`src/source/core_cfg_pkg.sv`:
```
/*
 * bridge register addresses for the core settings
 * packed settings word shared by the side modules
 * state encoding of the manual reset machine
 */
`default_nettype none

package core_cfg_pkg;

    // game settings, one address per field
    localparam logic [31:0] addr_lives        = 32'h2000_0000;
    localparam logic [31:0] addr_difficulty   = 32'h3000_0000;
    localparam logic [31:0] addr_bonus        = 32'h4000_0000;
    localparam logic [31:0] addr_demo_sounds  = 32'h5000_0000;

    // manual reset, any write flips the toggle
    localparam logic [31:0] addr_reset_toggle = 32'h8000_0000;

    // dip word on read, adapter enable on write
    localparam logic [31:0] addr_dips         = 32'hF200_0000;
    localparam logic [31:0] addr_adapter_cfg  = 32'hF700_0000;

    typedef struct packed {
        logic [1:0] lives;
        logic [2:0] difficulty;
        logic [2:0] bonus;
        logic       demo_sounds;
        logic       adapter_ena;
        logic [4:0] snac_type;
        logic [1:0] snac_assign;
        logic       blank_screen;
        logic       reset_toggle;
    } game_settings_t;

    typedef enum logic {
        reset_idle,
        reset_hold
    } reset_state_t;

endpackage

`default_nettype wire

```
`src/source/player_io_pkg.sv`:
```
/*
 * pad, key bitmap and game control word types
 * game video in and formatted video out
 * stick thresholds, analog adapter types and player routing
 */
`default_nettype none

package player_io_pkg;

    // adapter pad, joy holds x in 7:0 and y in 15:8
    typedef struct packed {
        logic [15:0] btn;
        logic [31:0] joy;
    } pad_state_t;

    // platform key bitmap, start is the msb
    typedef struct packed {
        logic start;
        logic select;
        logic r3;
        logic l3;
        logic r2;
        logic l2;
        logic r1;
        logic l1;
        logic y;
        logic x;
        logic b;
        logic a;
        logic right;
        logic left;
        logic down;
        logic up;
    } key_bits_t;

    // control word seen by the game, coin in bit 0
    typedef struct packed {
        logic up;
        logic down;
        logic left;
        logic right;
        logic fire;
        logic start;
        logic coin;
    } game_ctrl_t;

    typedef struct packed {
        logic [11:0] rgb12;
        logic        hblank;
        logic        vblank;
        logic        hs;
        logic        vs;
    } video_in_t;

    typedef struct packed {
        logic [23:0] rgb24;
        logic        de;
        logic        hs;
        logic        vs;
    } video_out_t;

    // stick is unsigned, idle near 80
    localparam logic [7:0] stick_low  = 8'h40;
    localparam logic [7:0] stick_high = 8'hC0;

    localparam logic [4:0] snac_analog_a = 5'h12;
    localparam logic [4:0] snac_analog_b = 5'h13;

    typedef enum logic [1:0] {
        route_p1_to_p1,
        route_p1_to_p2,
        route_both,
        route_swapped
    } snac_route_t;

endpackage

`default_nettype wire

```
`src/source/coin_pulser.sv`:
```
/*
 * coin release stretched into a long coin pulse
 * other control bits registered alongside
 */
`default_nettype none

module coin_pulser
    import player_io_pkg::*;
#(
    parameter int unsigned COIN_PULSE_CYCLES = 1_048_575
) (
    input  wire logic clk_74a,
    input  wire logic rst,
    input  wire game_ctrl_t routed,
    output game_ctrl_t controls
);

    localparam int CNT_W = $clog2(COIN_PULSE_CYCLES + 1);

    logic             coin_prev;
    logic             coin_fall;
    logic [CNT_W-1:0] count;

    assign coin_fall = coin_prev && !routed.coin;

    always_ff @(posedge clk_74a) begin
        if (rst) begin
            coin_prev <= 1'b0;
            count     <= '0;
            controls  <= '0;
        end else begin
            coin_prev <= routed.coin;
            // same delay as the coin bit
            controls       <= routed;
            controls.coin  <= 1'b0;
            if (count != '0) begin
                count         <= count - 1'b1;
                controls.coin <= 1'b1;
            end else if (coin_fall) begin
                // release edge, ignored while counting
                count <= CNT_W'(COIN_PULSE_CYCLES);
            end
        end
    end

endmodule

`default_nettype wire

```
`src/source/core_top.sv`:
```
/*
 * control and video glue top level
 * settings, player 1 routing, manual reset, coin and video output
 */
`default_nettype none

module core_top
    import core_cfg_pkg::*;
    import player_io_pkg::*;
#(
    // full length holds, lowered for simulation
    parameter int unsigned RESET_HOLD_CYCLES = 2_097_151,
    parameter int unsigned COIN_PULSE_CYCLES = 1_048_575
) (
    input  wire logic        clk_74a,
    input  wire logic        rst,
    // bridge bus
    input  wire logic [31:0] bridge_addr,
    input  wire logic        bridge_wr,
    input  wire logic [31:0] bridge_wr_data,
    output logic      [31:0] bridge_rd_data,
    // pads
    input  wire key_bits_t   cont1_key,
    input  wire pad_state_t  snac_p1,
    input  wire pad_state_t  snac_p2,
    // video
    input  wire video_in_t   video_in,
    output video_out_t       video_out,
    // to the game
    output game_ctrl_t       game_controls,
    output logic             core_reset
);

    game_settings_t settings;
    game_ctrl_t     routed;
    logic           manual_hold;

    ////////////////////////////////////////
    // input side
    ////////////////////////////////////////

    setting_regs u_setting_regs (
        .clk_74a        (clk_74a),
        .rst            (rst),
        .bridge_addr    (bridge_addr),
        .bridge_wr      (bridge_wr),
        .bridge_wr_data (bridge_wr_data),
        .bridge_rd_data (bridge_rd_data),
        .settings       (settings)
    );

    pad_router u_pad_router (
        .clk_74a   (clk_74a),
        .rst       (rst),
        .settings  (settings),
        .cont1_key (cont1_key),
        .snac_p1   (snac_p1),
        .snac_p2   (snac_p2),
        .routed    (routed)
    );

    ////////////////////////////////////////
    // processing
    ////////////////////////////////////////

    reset_pulser #(
        .RESET_HOLD_CYCLES (RESET_HOLD_CYCLES)
    ) u_reset_pulser (
        .clk_74a      (clk_74a),
        .rst          (rst),
        .reset_toggle (settings.reset_toggle),
        .hold         (manual_hold)
    );

    coin_pulser #(
        .COIN_PULSE_CYCLES (COIN_PULSE_CYCLES)
    ) u_coin_pulser (
        .clk_74a  (clk_74a),
        .rst      (rst),
        .routed   (routed),
        .controls (game_controls)
    );

    // game held in reset by either source
    assign core_reset = rst || manual_hold;

    ////////////////////////////////////////
    // output side
    ////////////////////////////////////////

    video_formatter u_video_formatter (
        .clk_74a   (clk_74a),
        .rst       (rst),
        .settings  (settings),
        .video_in  (video_in),
        .video_out (video_out)
    );

endmodule

`default_nettype wire

```
`src/source/pad_router.sv`:
```
/*
 * player 1 control routing
 * native pad or adapter pad, analog stick to digital directions
 */
`default_nettype none

module pad_router
    import core_cfg_pkg::*;
    import player_io_pkg::*;
(
    input  wire logic   clk_74a,
    input  wire logic   rst,
    input  wire game_settings_t settings,
    input  wire key_bits_t   cont1_key,
    input  wire pad_state_t  snac_p1,
    input  wire pad_state_t  snac_p2,
    output game_ctrl_t  routed
);

    // key bitmap to game word, select is the coin button
    function automatic game_ctrl_t key_to_ctrl(input key_bits_t key);
        game_ctrl_t ctrl;
        ctrl.up    = key.up;
        ctrl.down  = key.down;
        ctrl.left  = key.left;
        ctrl.right = key.right;
        ctrl.fire  = key.a;
        ctrl.start = key.start;
        ctrl.coin  = key.select;
        return ctrl;
    endfunction

    // adapter pad, directions from the stick when analog
    function automatic game_ctrl_t pad_to_ctrl(input pad_state_t pad, input logic analog);
        key_bits_t  keys;
        logic [7:0] stick_x;
        logic [7:0] stick_y;
        game_ctrl_t ctrl;
        keys    = key_bits_t'(pad.btn);
        stick_x = pad.joy[7:0];
        stick_y = pad.joy[15:8];
        ctrl    = key_to_ctrl(keys);
        if (analog) begin
            ctrl.up    = stick_y < stick_low;
            ctrl.down  = stick_y > stick_high;
            ctrl.left  = stick_x < stick_low;
            ctrl.right = stick_x > stick_high;
        end
        return ctrl;
    endfunction

    logic       snac_analog;
    logic       use_native;
    game_ctrl_t native_ctrl;
    game_ctrl_t p1_ctrl;
    game_ctrl_t p2_ctrl;
    game_ctrl_t next_ctrl;

    assign snac_analog = (settings.snac_type == snac_analog_a) ||
                         (settings.snac_type == snac_analog_b);

    // adapter off or no controller type set
    assign use_native  = !settings.adapter_ena || (settings.snac_type == 5'd0);

    assign native_ctrl = key_to_ctrl(cont1_key);
    assign p1_ctrl     = pad_to_ctrl(snac_p1, snac_analog);
    assign p2_ctrl     = pad_to_ctrl(snac_p2, snac_analog);

    always_comb begin
        if (use_native) begin
            next_ctrl = native_ctrl;
        end else begin
            case (snac_route_t'(settings.snac_assign))
                route_p1_to_p1, route_both: next_ctrl = p1_ctrl;
                // adapter pad 1 belongs to player 2 here
                route_p1_to_p2:             next_ctrl = native_ctrl;
                route_swapped:              next_ctrl = p2_ctrl;
                default:                    next_ctrl = native_ctrl;
            endcase
        end
    end

    always_ff @(posedge clk_74a) begin
        if (rst) begin
            routed <= '0;
        end else begin
            routed <= next_ctrl;
        end
    end

endmodule

`default_nettype wire

```
`src/source/reset_pulser.sv`:
```
/*
 * manual reset from the bridge toggle
 * fixed length hold after each toggle change
 */
`default_nettype none

module reset_pulser
    import core_cfg_pkg::*;
#(
    parameter int unsigned RESET_HOLD_CYCLES = 2_097_151
) (
    input  wire logic clk_74a,
    input  wire logic rst,
    input  wire logic reset_toggle,
    output logic      hold
);

    localparam int CNT_W = (RESET_HOLD_CYCLES > 1) ? $clog2(RESET_HOLD_CYCLES) : 1;

    reset_state_t     state;
    logic             last_toggle;
    logic [CNT_W-1:0] count;

    always_ff @(posedge clk_74a) begin
        if (rst) begin
            state       <= reset_idle;
            last_toggle <= 1'b0;
            count       <= '0;
        end else begin
            // tracked always, so a toggle during hold is absorbed
            last_toggle <= reset_toggle;
            case (state)
                reset_idle: begin
                    if (reset_toggle != last_toggle) begin
                        state <= reset_hold;
                        count <= CNT_W'(RESET_HOLD_CYCLES - 1);
                    end
                end
                reset_hold: begin
                    if (count == '0) begin
                        state <= reset_idle;
                    end else begin
                        count <= count - 1'b1;
                    end
                end
                default: state <= reset_idle;
            endcase
        end
    end

    assign hold = (state == reset_hold);

endmodule

`default_nettype wire

```
`src/source/setting_regs.sv`:
```
/*
 * bridge settings register file
 * write decode into the settings word, combinational read mux
 */
`default_nettype none

module setting_regs
    import core_cfg_pkg::*;
(
    input  wire logic           clk_74a,
    input  wire logic           rst,
    input  wire logic [31:0]    bridge_addr,
    input  wire logic           bridge_wr,
    input  wire logic [31:0]    bridge_wr_data,
    output logic      [31:0]    bridge_rd_data,
    output game_settings_t      settings
);

    logic [15:0] dip_word;
    logic [31:0] cfg_word;

    ////////////////////////////////////////
    // write side
    ////////////////////////////////////////

    always_ff @(posedge clk_74a) begin
        if (rst) begin
            settings <= '0;
        end else if (bridge_wr) begin
            case (bridge_addr)
                addr_lives:        settings.lives       <= bridge_wr_data[1:0];
                addr_difficulty:   settings.difficulty  <= bridge_wr_data[2:0];
                addr_bonus:        settings.bonus       <= bridge_wr_data[2:0];
                addr_demo_sounds:  settings.demo_sounds <= bridge_wr_data[0];
                addr_dips:         settings.adapter_ena <= bridge_wr_data[0];
                addr_reset_toggle: settings.reset_toggle <= ~settings.reset_toggle;
                addr_adapter_cfg: begin
                    // same layout as the read word, enable stays put
                    settings.snac_type    <= bridge_wr_data[4:0];
                    settings.snac_assign  <= bridge_wr_data[9:8];
                    settings.blank_screen <= bridge_wr_data[12];
                end
                default: ;
            endcase
        end
    end

    ////////////////////////////////////////
    // read side
    ////////////////////////////////////////

    // dip order as the game expects it
    assign dip_word = {settings.demo_sounds, 1'b0, settings.lives, 6'b0,
                       settings.difficulty, settings.bonus};

    assign cfg_word = {15'b0, settings.adapter_ena, 3'b0, settings.blank_screen,
                       2'b0, settings.snac_assign, 3'b0, settings.snac_type};

    // no wait states, data follows the address
    always_comb begin
        case (bridge_addr)
            addr_dips:        bridge_rd_data = {16'h0, dip_word};
            addr_adapter_cfg: bridge_rd_data = cfg_word;
            default:          bridge_rd_data = '0;
        endcase
    end

endmodule

`default_nettype wire

```
`src/source/video_formatter.sv`:
```
/*
 * 12-bit game pixels to 24-bit output
 * data enable, adapter screen blank, sync edge pulses
 */
`default_nettype none

module video_formatter
    import core_cfg_pkg::*;
    import player_io_pkg::*;
(
    input  wire logic     clk_74a,
    input  wire logic     rst,
    input  wire game_settings_t settings,
    input  wire video_in_t     video_in,
    output video_out_t    video_out
);

    logic        de_next;
    logic        screen_off;
    logic [23:0] rgb_next;
    logic [23:0] rgb_q;
    logic        de_q;
    logic        hs_q;
    logic        vs_q;
    logic        hs_prev;
    logic        vs_prev;

    assign de_next    = !(video_in.hblank || video_in.vblank);
    assign screen_off = settings.blank_screen && settings.adapter_ena;

    // each nibble doubled, r in the top byte
    assign rgb_next = (de_next && !screen_off) ?
                      {{2{video_in.rgb12[11:8]}}, {2{video_in.rgb12[7:4]}},
                       {2{video_in.rgb12[3:0]}}} : 24'h0;

    // pixel data
    always_ff @(posedge clk_74a) begin
        rgb_q <= rgb_next;
    end

    always_ff @(posedge clk_74a) begin
        if (rst) begin
            de_q    <= 1'b0;
            hs_q    <= 1'b0;
            vs_q    <= 1'b0;
            hs_prev <= 1'b0;
            vs_prev <= 1'b0;
        end else begin
            de_q    <= de_next;
            // one cycle on each rising sync edge
            hs_q    <= video_in.hs && !hs_prev;
            vs_q    <= video_in.vs && !vs_prev;
            hs_prev <= video_in.hs;
            vs_prev <= video_in.vs;
        end
    end

    assign video_out = '{rgb24: rgb_q, de: de_q, hs: hs_q, vs: vs_q};

endmodule

`default_nettype wire
```
`config.mk`:
```
export PLATFORM = sky130hd
export DESIGN_NAME = core_top
export DESIGN_NICKNAME = d
export VERILOG_FILES = /design/src/source/core_cfg_pkg.sv /design/src/source/player_io_pkg.sv /design/src/source/coin_pulser.sv /design/src/source/core_top.sv /design/src/source/pad_router.sv /design/src/source/reset_pulser.sv /design/src/source/setting_regs.sv /design/src/source/video_formatter.sv
export SDC_FILE = /design/constraint.sdc
export NUM_CORES = 1
export LEC_CHECK = 0
export BUFFER_PORTS_ARGS = -buffer_cell sky130_fd_sc_hd__buf_4
export CAP_MARGIN = 25
export CORE_ASPECT_RATIO = 1.4
export CORE_MARGIN = 2
export CORE_UTILIZATION = 40
export DETAILED_ROUTE_END_ITERATION = 10
export HOLD_SLACK_MARGIN = 0.03
export PLACE_DENSITY = 0.82
export SLEW_MARGIN = 20
export SYNTH_ARGS = -nofsm -noshare
export SYNTH_HDL_FRONTEND = slang
export SYNTH_SLANG_ARGS = --single-unit
```
`constraint.sdc`:
```
create_clock -name clk_74a -period 2.5 [get_ports clk_74a]
set_clock_uncertainty 0.2 [all_clocks]
set_input_delay 0.5 -clock clk_74a [delete_from_list [all_inputs] [get_ports clk_74a]]
set_output_delay 0.5 -clock clk_74a [all_outputs]
set_load 0.02 [all_outputs]
```
==> results of run 1 <==
==> placed cells by master (no fill, tap or decap), types with 14 or more instances in the layout <==
cell,Yosys,final
nor3_1,26,24
conb_1,1,20
nor2_1,52,52
a311oi_1,14,14
dfxtp_1,94,92
mux2i_1,22,22
buf_6,1,17
buf_4,36,176
a211oi_1,18,16
nand2_1,23,22
and2_1,19,15
a21oi_1,26,25
==> metal layers <==
metal	track usage	vias up	share of wire
li1	-	2252	-
met1	0.219	2181	0.36
met2	0.376	156	0.56
met3	0.0383	26	0.053
met4	0.0805	0	0.026
met5	0	-	0
==> what timing repair did <==
action                     4_1_cts  5_1_grt
hold buffers                     0        0
gates cloned                     1        0
resized for setup               25       18
setup buffers                    2        5
pin swaps                       14        9
setup endpoints to repair       19       19
==> metrics by stage <==
step           area (um2)  power [mW]   util  setup WS [ns]  setup TNS (ns)
4_1_cts              6500        4.87  0.573         -0.157           -1.48
3_5_place_dp         6070        3.39  0.535         -0.333           -3.18
6_report             6590        5.01  0.582         -0.173           -1.83
3_3_place_gp         6070        3.30  0.535         -0.303           -2.79
2_1_floorplan        4850        2.88      -        -0.0826          -0.596
5_1_grt              6590        5.30  0.582         -0.260           -2.74
==> where the power goes <==
group | internal, mW | switching, mW | leakage, nW
clock network | 0.802 | 0.563 | 0.142
logic | 0.864 | 0.919 | 1.87
registers | 1.68 | 0.181 | 0.767
==> registers in the layout, summed over array words and instances (netlist names), 7 cells and up <==
| register | cells |
|---|---|
| u_setting_regs.settings | 19 |
| u_pad_router.routed | 7 |
| u_coin_pulser.count | 20 |
| u_reset_pulser.count | 21 |
| u_video_formatter.rgb_q | 12 |
| u_coin_pulser.controls | 7 |
==> area by class of cell <==
| type | instances | area [um2] | area share |
|---|---|---|---|
| multi-input cells | 392 | 2670 | 0.405 |
| repair buffers | 194 | 1530 | 0.232 |
| well taps | 144 | 180 | 0.0273 |
| inverters | 6 | 22.5 | 0.00342 |
| clock buffers | 11 | 243 | 0.0368 |
| clock inverters | 5 | 58.8 | 0.00892 |
| flip-flops and latches | 94 | 1890 | 0.286 |
==> cells in the mapped netlist, types with 2 or more instances <==
| library cell | n | share of area |
|---|---|---|
| nand4_1 | 11 | 0.015 |
| nand2b_1 | 7 | 0.0094 |
| a22o_1 | 6 | 0.011 |
| nor2_1 | 52 | 0.042 |
| clkbuf_1 | 21 | 0.017 |
| mux2i_1 | 22 | 0.047 |
| or2_2 | 3 | 0.0040 |
| inv_1 | 6 | 0.0048 |
| xor2_1 | 3 | 0.0056 |
| or3_1 | 7 | 0.0094 |
| o32ai_1 | 2 | 0.0037 |
| and4_1 | 2 | 0.0037 |
| o22ai_1 | 5 | 0.0067 |
| nor2b_1 | 13 | 0.017 |
| o31ai_1 | 5 | 0.0080 |
| buf_4 | 36 | 0.058 |
| nor3b_1 | 3 | 0.0048 |
| nand2_1 | 23 | 0.018 |
| and3_1 | 7 | 0.0094 |
| o41ai_1 | 3 | 0.0056 |
| nor4_2 | 3 | 0.0080 |
| and3b_1 | 2 | 0.0037 |
| or4_1 | 12 | 0.019 |
| o21a_1 | 5 | 0.0080 |
| a22oi_1 | 2 | 0.0032 |
| a211oi_2 | 4 | 0.011 |
| dfxtp_1 | 94 | 0.40 |
| o21ai_0 | 11 | 0.012 |
| nand3_1 | 9 | 0.0096 |
| or4_4 | 2 | 0.0048 |
| nor4_1 | 17 | 0.023 |
| ha_1 | 4 | 0.011 |
| and2_1 | 19 | 0.025 |
| a21oi_1 | 26 | 0.028 |
| a311oi_1 | 14 | 0.026 |
| nor3_1 | 26 | 0.028 |
| a211oi_1 | 18 | 0.029 |
| a31oi_1 | 5 | 0.0067 |
==> kinds of logic after synthesis <==
logic type,Yosys count
AOI/OAI and AO/OA,114
xor gates and xnor gates,4
adders and majority gates,4
buffers and inverters,64
DFF,94
muxes,22
other,1
and+or+nand+nor,227
==> worst max-delay path, delay by kind of cell <==
| kind | cells | cell delay, ns |
|---|---|---|
| AND/OR/NAND/NOR | 5 | 1.00 |
| buffers and inverters | 4 | 0.48 |
==> path summary, 6_finish.rpt <==
kind	from	endpoint	slack, ns
max	bridge_addr[4]	bridge_rd_data[5]	-0.17
min	video_in[10]	u_video_formatter.rgb_q[14]$_SDFF_PN0_	0.16
max reg2reg	u_coin_pulser.count[0]$_SDFFE_PP0P_	u_coin_pulser.count[10]$_SDFFE_PP0P_	0.07
min reg2reg	u_video_formatter.hs_prev$_SDFF_PP0_	u_video_formatter.hs_q$_SDFF_PP0_	0.20
==> flow_results.org, run 1 <==
** Placed design
- Dpl hpwl :: 9540 um
- Total instance count after detailed placement :: 822
- During placement, the flow inserted port buffers numbering 158.
- Gp weighted congestion :: 0.907

** Job
- The tool flagged a number of max-cap violations equal to 0.

** Global route
- Total overflow reported by the global router :: 0
- Number of antenna violations at the first check in global routing :: 1
- Entering global routing, the biggest net connects 81 pins.
- The via count of the first global-routing pass came to 4625.
- For this run, the total global-route usage over all layers was measured as 0.203.
- Global-route wire length before repair :: 20800 um

** Yosys
- In this run the mean area of a mapped cell was 8.82 um2.
- Yosys mapped the design onto 58 distinct sky130hd cell types.
- Synth Area in Adders :: 0.0107
- Simple-gate share of the synthesized area :: 0.274
- Netlist area before placement :: 4670 um2
- Measured against the total synthesized area, the mux share comes to 0.0471.
- The synthesized design contains 0 enable-type register cells.
- Dominant combinational cell family by area after synthesis :: simple AND/OR/NAND/NOR gates
- Primary FF master, synth :: dfxtp_1
- During synthesis, Yosys emitted a total of 0 warnings.
- Post-synthesis xor/xnor area fraction :: 0.00750
- After synthesis, the share of flip-flops with an asynchronous set or reset is 0.
- The share of the synthesized area in compound gates (AO/OA/AOI/OAI) is 0.175.
- Synthesis inferred 94 register bits.
- Post-Synthesis Cells :: 530
- Register area share after synthesis :: 0.403

** Clocking
- Clock latency on the worst-skew pair, taken at its later pin, is 0.34 ns.
- No sink is reached through more buffers than the 2 on the longest clock path.
- The cell sitting at the root of the clock tree is a clkbuf_16.
- Number of buffers inserted during clock tree synthesis :: 9
- CTS clk-pin slew, worst paths :: 0.06 ns
- Clock H-tree levels :: 3
- Number of sinks driven by the clock tree :: 94
- TritonCTS built the clock tree.

** Cells and area
- The layout has 962 filler cells.
- Fin cells :: 846
- The final layout contains 896 nets.
- Compared with the post-synthesis result, the final layout area differs by 41.1%.
- Fraction of layout instances using a drive strength above 1 :: 0.363
- The number of antenna diodes in the final layout is 0.

** Power and ir drop
- The analysis attributes to cell leakage a power of 2.78 nW.
- IR analysis of the VDD net gives a maximum drop of 0.450 mV.
- Areal power density over the cells :: 759 nW/um2

** STA
- Final worst path period need :: 2.67 ns
- The number of hold-slack violations in the final timing report is 0.
- Setup repair after global routing could not meet its margin everywhere.
- Final hold analysis gives a worst-case slack of 0.161 ns.
- Slew Viols, Final :: 0
- Actual slew at the worst max-slew pin :: 0.844 ns
- Static timing analysis puts the maximum clock frequency at 374 MHz.
- Setup WS post-layout :: -0.173 ns
- In the finished design, the share of the clock period the worst path needs comes to 1.07.
- Setup violation total in the final timing report :: 12
- Headroom to the max-slew limit came out at 0.437.

** Setup path
- Counting cells, the worst reg-to-reg path comes to 8.
- The largest single stage delay on the critical path is 0.29 ns.
- The slowest stage of the critical path is the and4_4 cell.
- Critical path, cell by cell :: buf_4 > nor4_4 > and4_4 > nand2_4 > nor4_4 > buf_4 > buf_6 > and2_4 > buf_6
- Critical path class :: in -> out
- Startpoint type of the worst setup path :: input pin
- Data on the critical path is required at its endpoint by 1.80 ns.
- Data arrives at the worst endpoint at 1.97 ns.
- Maximum fanout along the worst path :: 3
- The worst setup path is captured at an output port.

** Routing
- The final layout contains routed wiring with a total length of 12700 um.
- For this block, the initial DRC count from the detailed router was 194.
- In the final routed layout, each cell accounts on average for 15.0 um.
- The count of nets left with antenna violations once routing finished came out at 0.
- Vias per cell :: 5.46
- The first detailed-routing pass took 4 iterations.
- In the routed design, unresolved DRC markers number 0.
- Routed vias :: 4615

** Status
- The final reports fail on setup timing.
- The run finished, with violations left.

** Floorplan
- Die area :: 12600 um2
- Chip width :: 95.4 um
- I/O pin cnt :: 262
- Rows :: 46
- The floorplan step defined a core boundary enclosing 11300 um2.
- The initial utilization of the core area, before any placement, comes to 0.412.
- The die is 132 um tall.

** Min path
- Along the worst hold path, the cell count comes to 2.
- Type of the most critical hold path :: in -> reg
No activity file was read; power rests on OpenSTA's default activity.
==> run 2: changes to the inputs <==
--- a/config.mk
+++ b/config.mk
@@ -5,14 +5,15 @@
 export SDC_FILE = /design/constraint.sdc
 export NUM_CORES = 1
 export LEC_CHECK = 0
+export ABC_AREA = 1
 export BUFFER_PORTS_ARGS = -buffer_cell sky130_fd_sc_hd__buf_4
 export CAP_MARGIN = 25
 export CORE_ASPECT_RATIO = 1.4
 export CORE_MARGIN = 2
-export CORE_UTILIZATION = 40
+export CORE_UTILIZATION = 42
 export DETAILED_ROUTE_END_ITERATION = 10
 export HOLD_SLACK_MARGIN = 0.03
-export PLACE_DENSITY = 0.82
+export PLACE_DENSITY = 0.83
 export SLEW_MARGIN = 20
 export SYNTH_ARGS = -nofsm -noshare
 export SYNTH_HDL_FRONTEND = slang
==> run 2 against run 1 <==
  * The run now ends clean
  * Clock power barely moved
  * Cell area rose by 2.9%
  * Sequential share of layout area fell by 0.87 points
  * Via count rose by 20%
  * Global-route usage fell by 0.72 points
  * First-iteration DRC count rose by 82%
  * Combinational power fell by 9.6%
  * Maximum frequency rose by 11%
  * Critical endpoint is now bridge_rd_data[1]
==> flow_results.org, run 2 <==
** Routing
- The detailed-routing iteration count for the pre-antenna-repair pass was 7 (+3).
- Final wirelength :: 13400 um (+5.8%)
- Iteration-0 DRC count of the detailed router :: 353 (+82%)
- The number of nets still failing antenna checks after routing is 0 (unchanged).
- The routed via count divided by cell count came to 4.98 (-8.7%).
- Routed vias :: 5556 (+20%)
- Average routed wire per standard cell :: 12.1 um (-20%)
- The number of DRC violations after detailed routing is 0 (unchanged).

** Cells and area
- Final core utilization :: 0.548 (-0.0333)
- Leaving out fill and tap cells, the most frequent cell in the layout is nand2_1.
- The share of final-layout standard cells stronger than drive strength 1 is 0.233 (-0.130).
- The number of flip-flops in the largest register is 21 (unchanged).
- Ranked by flip-flop count, first place goes to u_reset_pulser.count.
- In the final layout, the registers with the most flip-flops are u_reset_pulser.count: 21 flops, u_coin_pulser.count: 20 flops, u_setting_regs.settings: 19 flops.
- The number of antenna repair diodes came to 0 (unchanged).
- The count of nets after finishing came to 1160 (+29%).
- P&R area growth vs syn :: 27.3%
- The final non-filler cell total is 1115 (+32%).
- Leaving out fill and tap cells, the most frequent cells in the layout are 189 x nand2_1, 166 x buf_4, 163 x nor2_1.

** Power and ir drop
- The power density of the placed cells came to 699 nW/um2 (-7.9%).
- The clock group share of total power is 0.290 (+0.017).
- The logic gate share of total power was 0.340 (-0.016).
- Switching power :: 1.68 mW (+1.1%)
- Cell internal pwr :: 3.06 mW (-8.4%)
- Worst-case vdd ir drop :: 0.346 mV (-23%)
- The sequential group share of total power came to 0.370 (about the same).
- The switching power share of the total is 0.355 (+0.0224).
- Post-route total power :: 4.74 mW (-5.3%)
- The standby leakage power was 3.25 nW (+17%).

** Yosys
- The share of synthesized flip-flops with an asynchronous set or reset was 0 (unchanged).
- The register area share after synthesis was 0.353 (-0.0496).
- dfxtp_1 takes more of the synthesized area than any other cell.
- The netlist area before placement is 5330 um2 (+14%).
- Count of distinct cell types in the synthesized netlist :: 41 (-29%)
- Primary FF master, synth :: dfxtp_1
- Post-synth EDFFs :: 0 (unchanged)
- Count leader, synth :: nand2_1
- Flops & latches, synth :: 94 (unchanged)
- Avg Inst Size Synth :: 6.51 um2 (-26%)
- After synthesis, the cell types taking the most area are dfxtp_1 35%, nand2_1 13%, nor2_1 12%.
- The area share of the largest cell type after synthesis is 0.353 (-0.0496).
- Post-Synthesis Cells :: 819 (+55%)
- Post-synth top cells :: 189 x nand2_1, 164 x nor2_1, 94 x dfxtp_1
- The warning count from the yosys run came to 0 (unchanged).

** STA
- The fmax was 417 MHz (+11%).
- Actual slew at the worst max-slew pin :: 0.569 ns (-0.276 ns)
- Portion of the clock cycle consumed by the worst path in the final layout :: 0.960 (-0.109)
- The minimum period implied by the final worst setup slack was 2.40 ns (-0.273 ns).
- Setup violation total in the final timing report :: 0 (-12)
- Slew Viols, Final :: 0 (unchanged)
- The number of hold-slack violations in the final timing report is 0 (unchanged).
- The headroom to the max-slew limit came to 0.618 (+0.181).
- The setup TNS after final layout came to 0 ns (+1.83 ns).
- Worst hold slack across all endpoints :: 0.168 ns (+0.00658 ns)
- Unrepaired setup endpoints after global routing :: true

** Min path
- The number of instances on the worst hold path was 3 (+1).
- The min-delay analysis places its worst path in the category in -> reg.

** Setup path
- Largest stage delay on the critical path :: 0.19 ns (-0.10 ns)
- Among the stages of the critical path, the cell type that occurs most often is buf_4.
- Critical path data required time :: 1.80 ns (about the same)
- The path depth of the worst reg2reg path is 9 (+1).
- Critical path class :: in -> out
- CP bufs+invs :: 3 (-1)
- Traced cell by cell, the critical path runs through buf_4 > nor2_1 > nand2_1 > nor2_4 > nand4_2 > nor2_4 > buf_4 > nand3_1 > o21ai_1 > buf_4.
- Cell family with the largest share of critical-path delay :: simple AND/OR/NAND/NOR gates
- The critical path data arrival time is 1.70 ns (-0.27 ns).
- Cell count along the critical path :: 10 (+1)
- The largest driver fanout on the critical path is 6 (+3).
- Startpoint type of the worst setup path :: input pin
- The slowest stage of the critical path belongs to the cell nor2_4.
- Crit path capture type :: output port

** Floorplan
- The height of the die was 137 um (+4.1%).
- Chip width :: 99.2 um (+4.0%)
- Die area :: 13600 um2 (+8.3%)
- Rows :: 48 (+4.3%)
- I/O pin cnt :: 262 (unchanged)
- Placeable core region :: 12400 um2 (+9.1%)
- Effective utilization at floorplan :: 0.431 (+0.0187)

** Global route
- The global-route wire length before repair was 21900 um (+5.4%).
- The initial antenna violation count came to 0 (-1).
- The maximum number of pins on one net before global-route repair was 69 (-15%).
- The via count of the first global-routing pass came to 5032 (+8.8%).
- The total congestion overflow after global routing was 0 (unchanged).
- Total Routing Usage GR :: 0.196 (-0.00721)

** Clocking
- Number of buffers inserted during clock tree synthesis :: 9 (unchanged)
- The clock latency on the worst-skew pair is 0.35 ns (about the same).
- Library cell used as clock root buffer :: clkbuf_16
- The total clock sinks came to 94 (unchanged).
- The number of levels the H-tree was split into was 3 (unchanged).
- TritonCTS clock tree :: done
- The post-CTS clock slew at the launch and capture registers of the worst setup and hold paths was 0.06 ns (about the same).
- The maximum clock path buffer count was 2 (unchanged).
- CTS Hold Bufs :: 0 (unchanged)

** Job
- The number of max-capacitance violations reported is 0 (unchanged).

** Placed design
- PortBufs :: 158 (unchanged)
- The final weighted congestion in routability-driven placement is 0.916 (+1.0%).
- Total instance count after detailed placement :: 1098 (+34%)
- Dpl hpwl :: 10100 um (+6.0%)

** Status
- The run finished with clean final reports.
[run 2: cells by family (layout without fill, tap and decap cells)]
logic type	count (synthesis)	in the layout	share of synthesized area
compound gates	85	85	0.0857
xor+xnor	4	4	0.00657
fa+ha+maj	4	4	0.00939
buf+inv	135	262	0.128
flops	94	94	0.353
other cells	1	20	0.000704
simple gates	496	496	0.416
[run 2: worst reg2reg max path: cells and delay by family, from the launching register on]
family	cells	cell delay, ns
compound gates	2	0.32
flops	1	0.36
buf+inv	2	0.44
fa+ha+maj	1	0.21
simple gates	4	0.41
[run 2: power groups by stage]
stage               clock network, mW  logic, mW  registers, mW
finish                           1.37       1.61           1.76
global route                     1.46       1.82           1.77
CTS                              1.39       1.61           1.75
detailed placement                  0       1.59           1.79
global placement                    0       1.55           1.78
floorplan                           0       1.20           1.78
[run 2: what timing repair did]
| action | in CTS | in global routing |
|---|---|---|
| gates resized for setup | 0 | 2 |
| setup buffers | 0 | 2 |
| endpoints found under the setup margin | 0 | 9 |
[run 2: cell type report]
cell class	count	area, um2
Tap cell	150	188
Multi-Input combinational cell	609	2840
Sequential cell	94	1880
Clock inverter	5	60.1
Clock buffer	10	239
Inverter	80	305
Timing Repair Buffer	167	1270
Fill cell	1228	5590
[run 2: final timing paths]
kind	start	slack [ns]	endpoint
setup / recovery	bridge_addr[23]	0.1	bridge_rd_data[1]
hold / removal	video_in[8]	0.17	u_video_formatter.rgb_q[12]$_SDFF_PN0_
setup reg to reg	u_reset_pulser.count[0]$_SDFFE_PP0P_	0.51	u_reset_pulser.count[3]$_SDFFE_PP0P_
hold reg to reg	u_pad_router.routed[3]$_SDFF_PP0_	0.20	u_coin_pulser.controls[3]$_SDFF_PP0_
[run 2: routing by layer]
| metal | part of all wire | global-route usage | wire, um | vias up |
|---|---|---|---|---|
| li1 | - | - | - | 2843 |
| met1 | 0.39 | 0.219 | 5250 | 2479 |
| met2 | 0.52 | 0.361 | 6930 | 206 |
| met3 | 0.070 | 0.0350 | 935 | 28 |
| met4 | 0.024 | 0.0830 | 321 | 0 |
| met5 | 0 | 0 | 0 | - |
[run 2: through the flow]
| stage | instance area [um2] | setup WS, ns |
|---|---|---|
| 4_1_cts | 6760 | 0.0289 |
| 2_1_floorplan | 5400 | 0.182 |
| 5_1_grt | 6780 | -0.00671 |
| 3_3_place_gp | 6460 | 0.0514 |
| 6_report | 6780 | 0.0996 |
| 3_5_place_dp | 6460 | 0.0392 |
==> run 3: changes to the inputs <==
--- a/config.mk
+++ b/config.mk
@@ -10,10 +10,10 @@
 export CAP_MARGIN = 25
 export CORE_ASPECT_RATIO = 1.4
 export CORE_MARGIN = 2
-export CORE_UTILIZATION = 42
+export CORE_UTILIZATION = 50
 export DETAILED_ROUTE_END_ITERATION = 10
 export HOLD_SLACK_MARGIN = 0.03
-export PLACE_DENSITY = 0.83
+export PLACE_DENSITY = 0.92
 export SLEW_MARGIN = 20
 export SYNTH_ARGS = -nofsm -noshare
 export SYNTH_HDL_FRONTEND = slang
==> constraint.sdc (replaced) <==
create_clock -name clk_74a -period 3.1 [get_ports clk_74a]
set_clock_uncertainty 0.2 [all_clocks]
set_input_delay 0.62 -clock clk_74a [delete_from_list [all_inputs] [get_ports clk_74a]]
set_output_delay 0.62 -clock clk_74a [all_outputs]
set_load 0.02 [all_outputs]
==> run 3 against run 2 <==
  * Routed wire length up 3.1%
  * Worst setup slack improved by 0.26 ns
  * Clock power shrank 20%
  * Die area is 15% lower
  * Cell area is 0.83% lower
  * Critical path type unchanged
  * Highest routed layer unchanged
==> flow_results.org, run 3 (synthesis gave the netlist of run 2 again) <==
** Floorplan
- Overall die height :: 126 um (-8.1%)
- The full die area is 11500 um2 (-15%).
- The number of placement rows came to 44 (-8.3%).
- Chip width :: 91.3 um (-8.0%)
- The core area was 10400 um2 (-16%).
- The top-level port count was 262 (unchanged).
- Effective utilization at floorplan :: 0.512 (+0.0814)

** Cells and area
- The number of antenna repair diodes was 0 (unchanged).
- The largest registers in the layout are u_reset_pulser.count: 21 flops, u_coin_pulser.count: 20 flops, u_setting_regs.settings: 19 flops.
- Leaving out fill and tap cells, the most frequent cell in the layout is nand2_1.
- The area growth from synthesis to layout is 26.2%.
- Number of flip-flops under the largest register name :: 21 (unchanged)
- Register name with the most flops :: u_reset_pulser.count
- Fraction of layout instances using a drive strength above 1 :: 0.229 (-0.00367)
- The final non-filler cell area was 6730 um2 (-0.83%).
- The count of nets after finishing came to 1157 (-0.26%).
- Commonest cells after routing, fill and taps aside :: 189 x nand2_1, 164 x nor2_1, 164 x buf_4
- The fraction of the core area covered by cells at the end of the flow came to 0.646 (+0.0982).

** Setup path
- Largest stage delay on the critical path :: 0.22 ns (+0.03 ns)
- STA classifies the critical path endpoint as an output port.
- The worst setup path is launched from an input pin.
- The critical path is of the in -> out type.
- Slowest cell on the critical path :: o21ai_1
- Arrival time of the worst setup path :: 1.92 ns (+0.22 ns)
- CP bufs+invs :: 2 (-1)
- Critical path data required time :: 2.28 ns (+0.48 ns)
- Traced cell by cell, the critical path runs through buf_4 > nor2_1 > nand2_1 > nor2_1 > nand2_1 > nor2_4 > nand2_2 > o21ai_1 > buf_4.
- Maximum fanout along the worst path :: 7 (+1)
- Among cell families on the critical path, the largest total delay comes from simple AND/OR/NAND/NOR gates.

** STA
- Setup WS post-layout :: 0.360 ns (+0.260 ns)
- Sum of negative setup slack :: 0 ns (unchanged)
- Counting I/O delays and the setup requirement, the final critical path takes 2.74 ns.
- Actual slew at the worst max-slew pin :: 0.714 ns (+0.146 ns)
- The final setup violation count is 0 (unchanged).
- Portion of the clock cycle consumed by the worst path in the final layout :: 0.884
- Setup repair after global routing left no endpoint under its margin.
- Based on the critical path, the design can be clocked at up to 365 MHz.
- Final hold violation count :: 0 (unchanged)
- Normalized max-slew margin :: 0.524 (-0.0946)
- The max-slew violation count came to 0 (unchanged).

** Clocking
- Number of sinks driven by the clock tree :: 94 (unchanged)
- TritonCTS built the clock tree.
- Maximum count of clock buffers along a single path :: 2 (unchanged)
- The post-CTS clock slew at the launch and capture registers of the worst setup and hold paths came to 0.07 ns (about the same).
- Clock H-tree levels :: 3 (unchanged)
- Worst-skew pair later-pin latency :: 0.35 ns (about the same)
- CTS Hold Bufs :: 0 (unchanged)
- Post_cts resized :: 0 (unchanged)
- Number of buffers inserted during clock tree synthesis :: 9 (unchanged)
- The tree is rooted in a clkbuf_16.
- The post-CTS setup-driven buffer insertion count was 0 (unchanged).

** Placed design
- The post-placement worst setup slack is 0.327 ns (+0.287 ns).
- Total placed instance area :: 6430 um2 (-0.54%)
- Dpl hpwl :: 10600 um (+5.3%)
- Gp weighted congestion :: 0.921 (+0.56%)
- The quantity of I/O buffers inserted on ports was 158 (unchanged).

** Global route
- Total overflow reported by the global router :: 0 (unchanged)
- The initial antenna violation count was 0 (unchanged).
- Total Routing Usage GR :: 0.239 (+0.0429)
- The via count of the first global-routing pass came to 5261 (+4.6%).
- The maximum number of pins on one net before global-route repair came to 69 (unchanged).
- The global-route wire length before repair came to 22500 um (+2.8%).

** Routing
- The number of nets still failing antenna checks after routing is 0 (unchanged).
- Vias per cell :: 5.10 (+2.3%)
- The number of DRC markers in iteration 0 came to 247 (-30%).
- The number of DRC violations after detailed routing came to 0 (unchanged).
- Average routed wire per standard cell :: 12.6 um (+4.4%)
- Drt pass-1 iters :: 5 (-2)
- Final wirelength :: 13900 um (+3.1%)
- The detailed-route via count was 5614 (+1.0%).

** Power and ir drop
- The power density of the placed cells was 567 nW/um2 (-19%).
- Worst-case vdd ir drop :: 0.310 mV (-10%)
- Leakage power :: 3.23 nW (-0.61%)

** Job
- The number of max-capacitance violations reported was 0 (unchanged).

** Status
- Status :: completed

** Min path
- In this run the worst hold path is classified as reg -> reg.
## run 3: cell types whose count changed in the layout (fill, tap and decap cells not counted), sizes merged
cell      delta
bufinv       -1
clkbuf       -1
inv          +4
buf          -3
clkinvlp     -1
## run 3: final cells by class
class	count	area [um2]
fillers	883	3680
multi-input cells	609	2840
flip-flops and latches	94	1880
repair buffers	164	1230
inverters	80	305
clock buffers	9	225
well taps	138	173
clock inverters	7	73.8
## run 3: power breakdown
group / switching [mW] / internal [mW] / leakage [nW] / total (mW)
Sequential: 0.0946 / 1.33 / 0.767 / 1.42
Combinational: 0.808 / 0.493 / 2.31 / 1.30
Clock: 0.522 / 0.571 / 0.147 / 1.09
Total: 1.42 / 2.39 / 3.23 / 3.82
## run 3: through the flow
step	total power, mW	hold WS, ns	cells
after detailed placement	2.73	0.186	1085
after CTS	3.83	0.205	1101
after floorplan	2.41	0.173	838
after global placement	2.70	0.178	1085
final	3.82	0.201	1101
after global routing	4.06	0.212	1101
## run 3: final timing paths
path	startpoint	endpoint	slack, ns	cells past startpoint
setup / recovery	bridge_addr[13]	bridge_rd_data[0]	0.36	9
setup reg to reg	u_reset_pulser.count[0]$_SDFFE_PP0P_	u_reset_pulser.count[4]$_SDFFE_PP0P_	1.08	9
hold / removal	u_video_formatter.hs_prev$_SDFF_PP0_	u_video_formatter.hs_q$_SDFF_PP0_	0.20	1
hold reg to reg	u_video_formatter.hs_prev$_SDFF_PP0_	u_video_formatter.hs_q$_SDFF_PP0_	0.20	1
## run 3: per-layer routing
layer / up-vias / GRT usage / share of wire
met3: 42 / 0.0359 / 0.058
met1: 2496 / 0.247 / 0.36
li1: 2840 / - / -
met5: - / 0 / 0
met4: 0 / 0.128 / 0.038
met2: 236 / 0.454 / 0.54
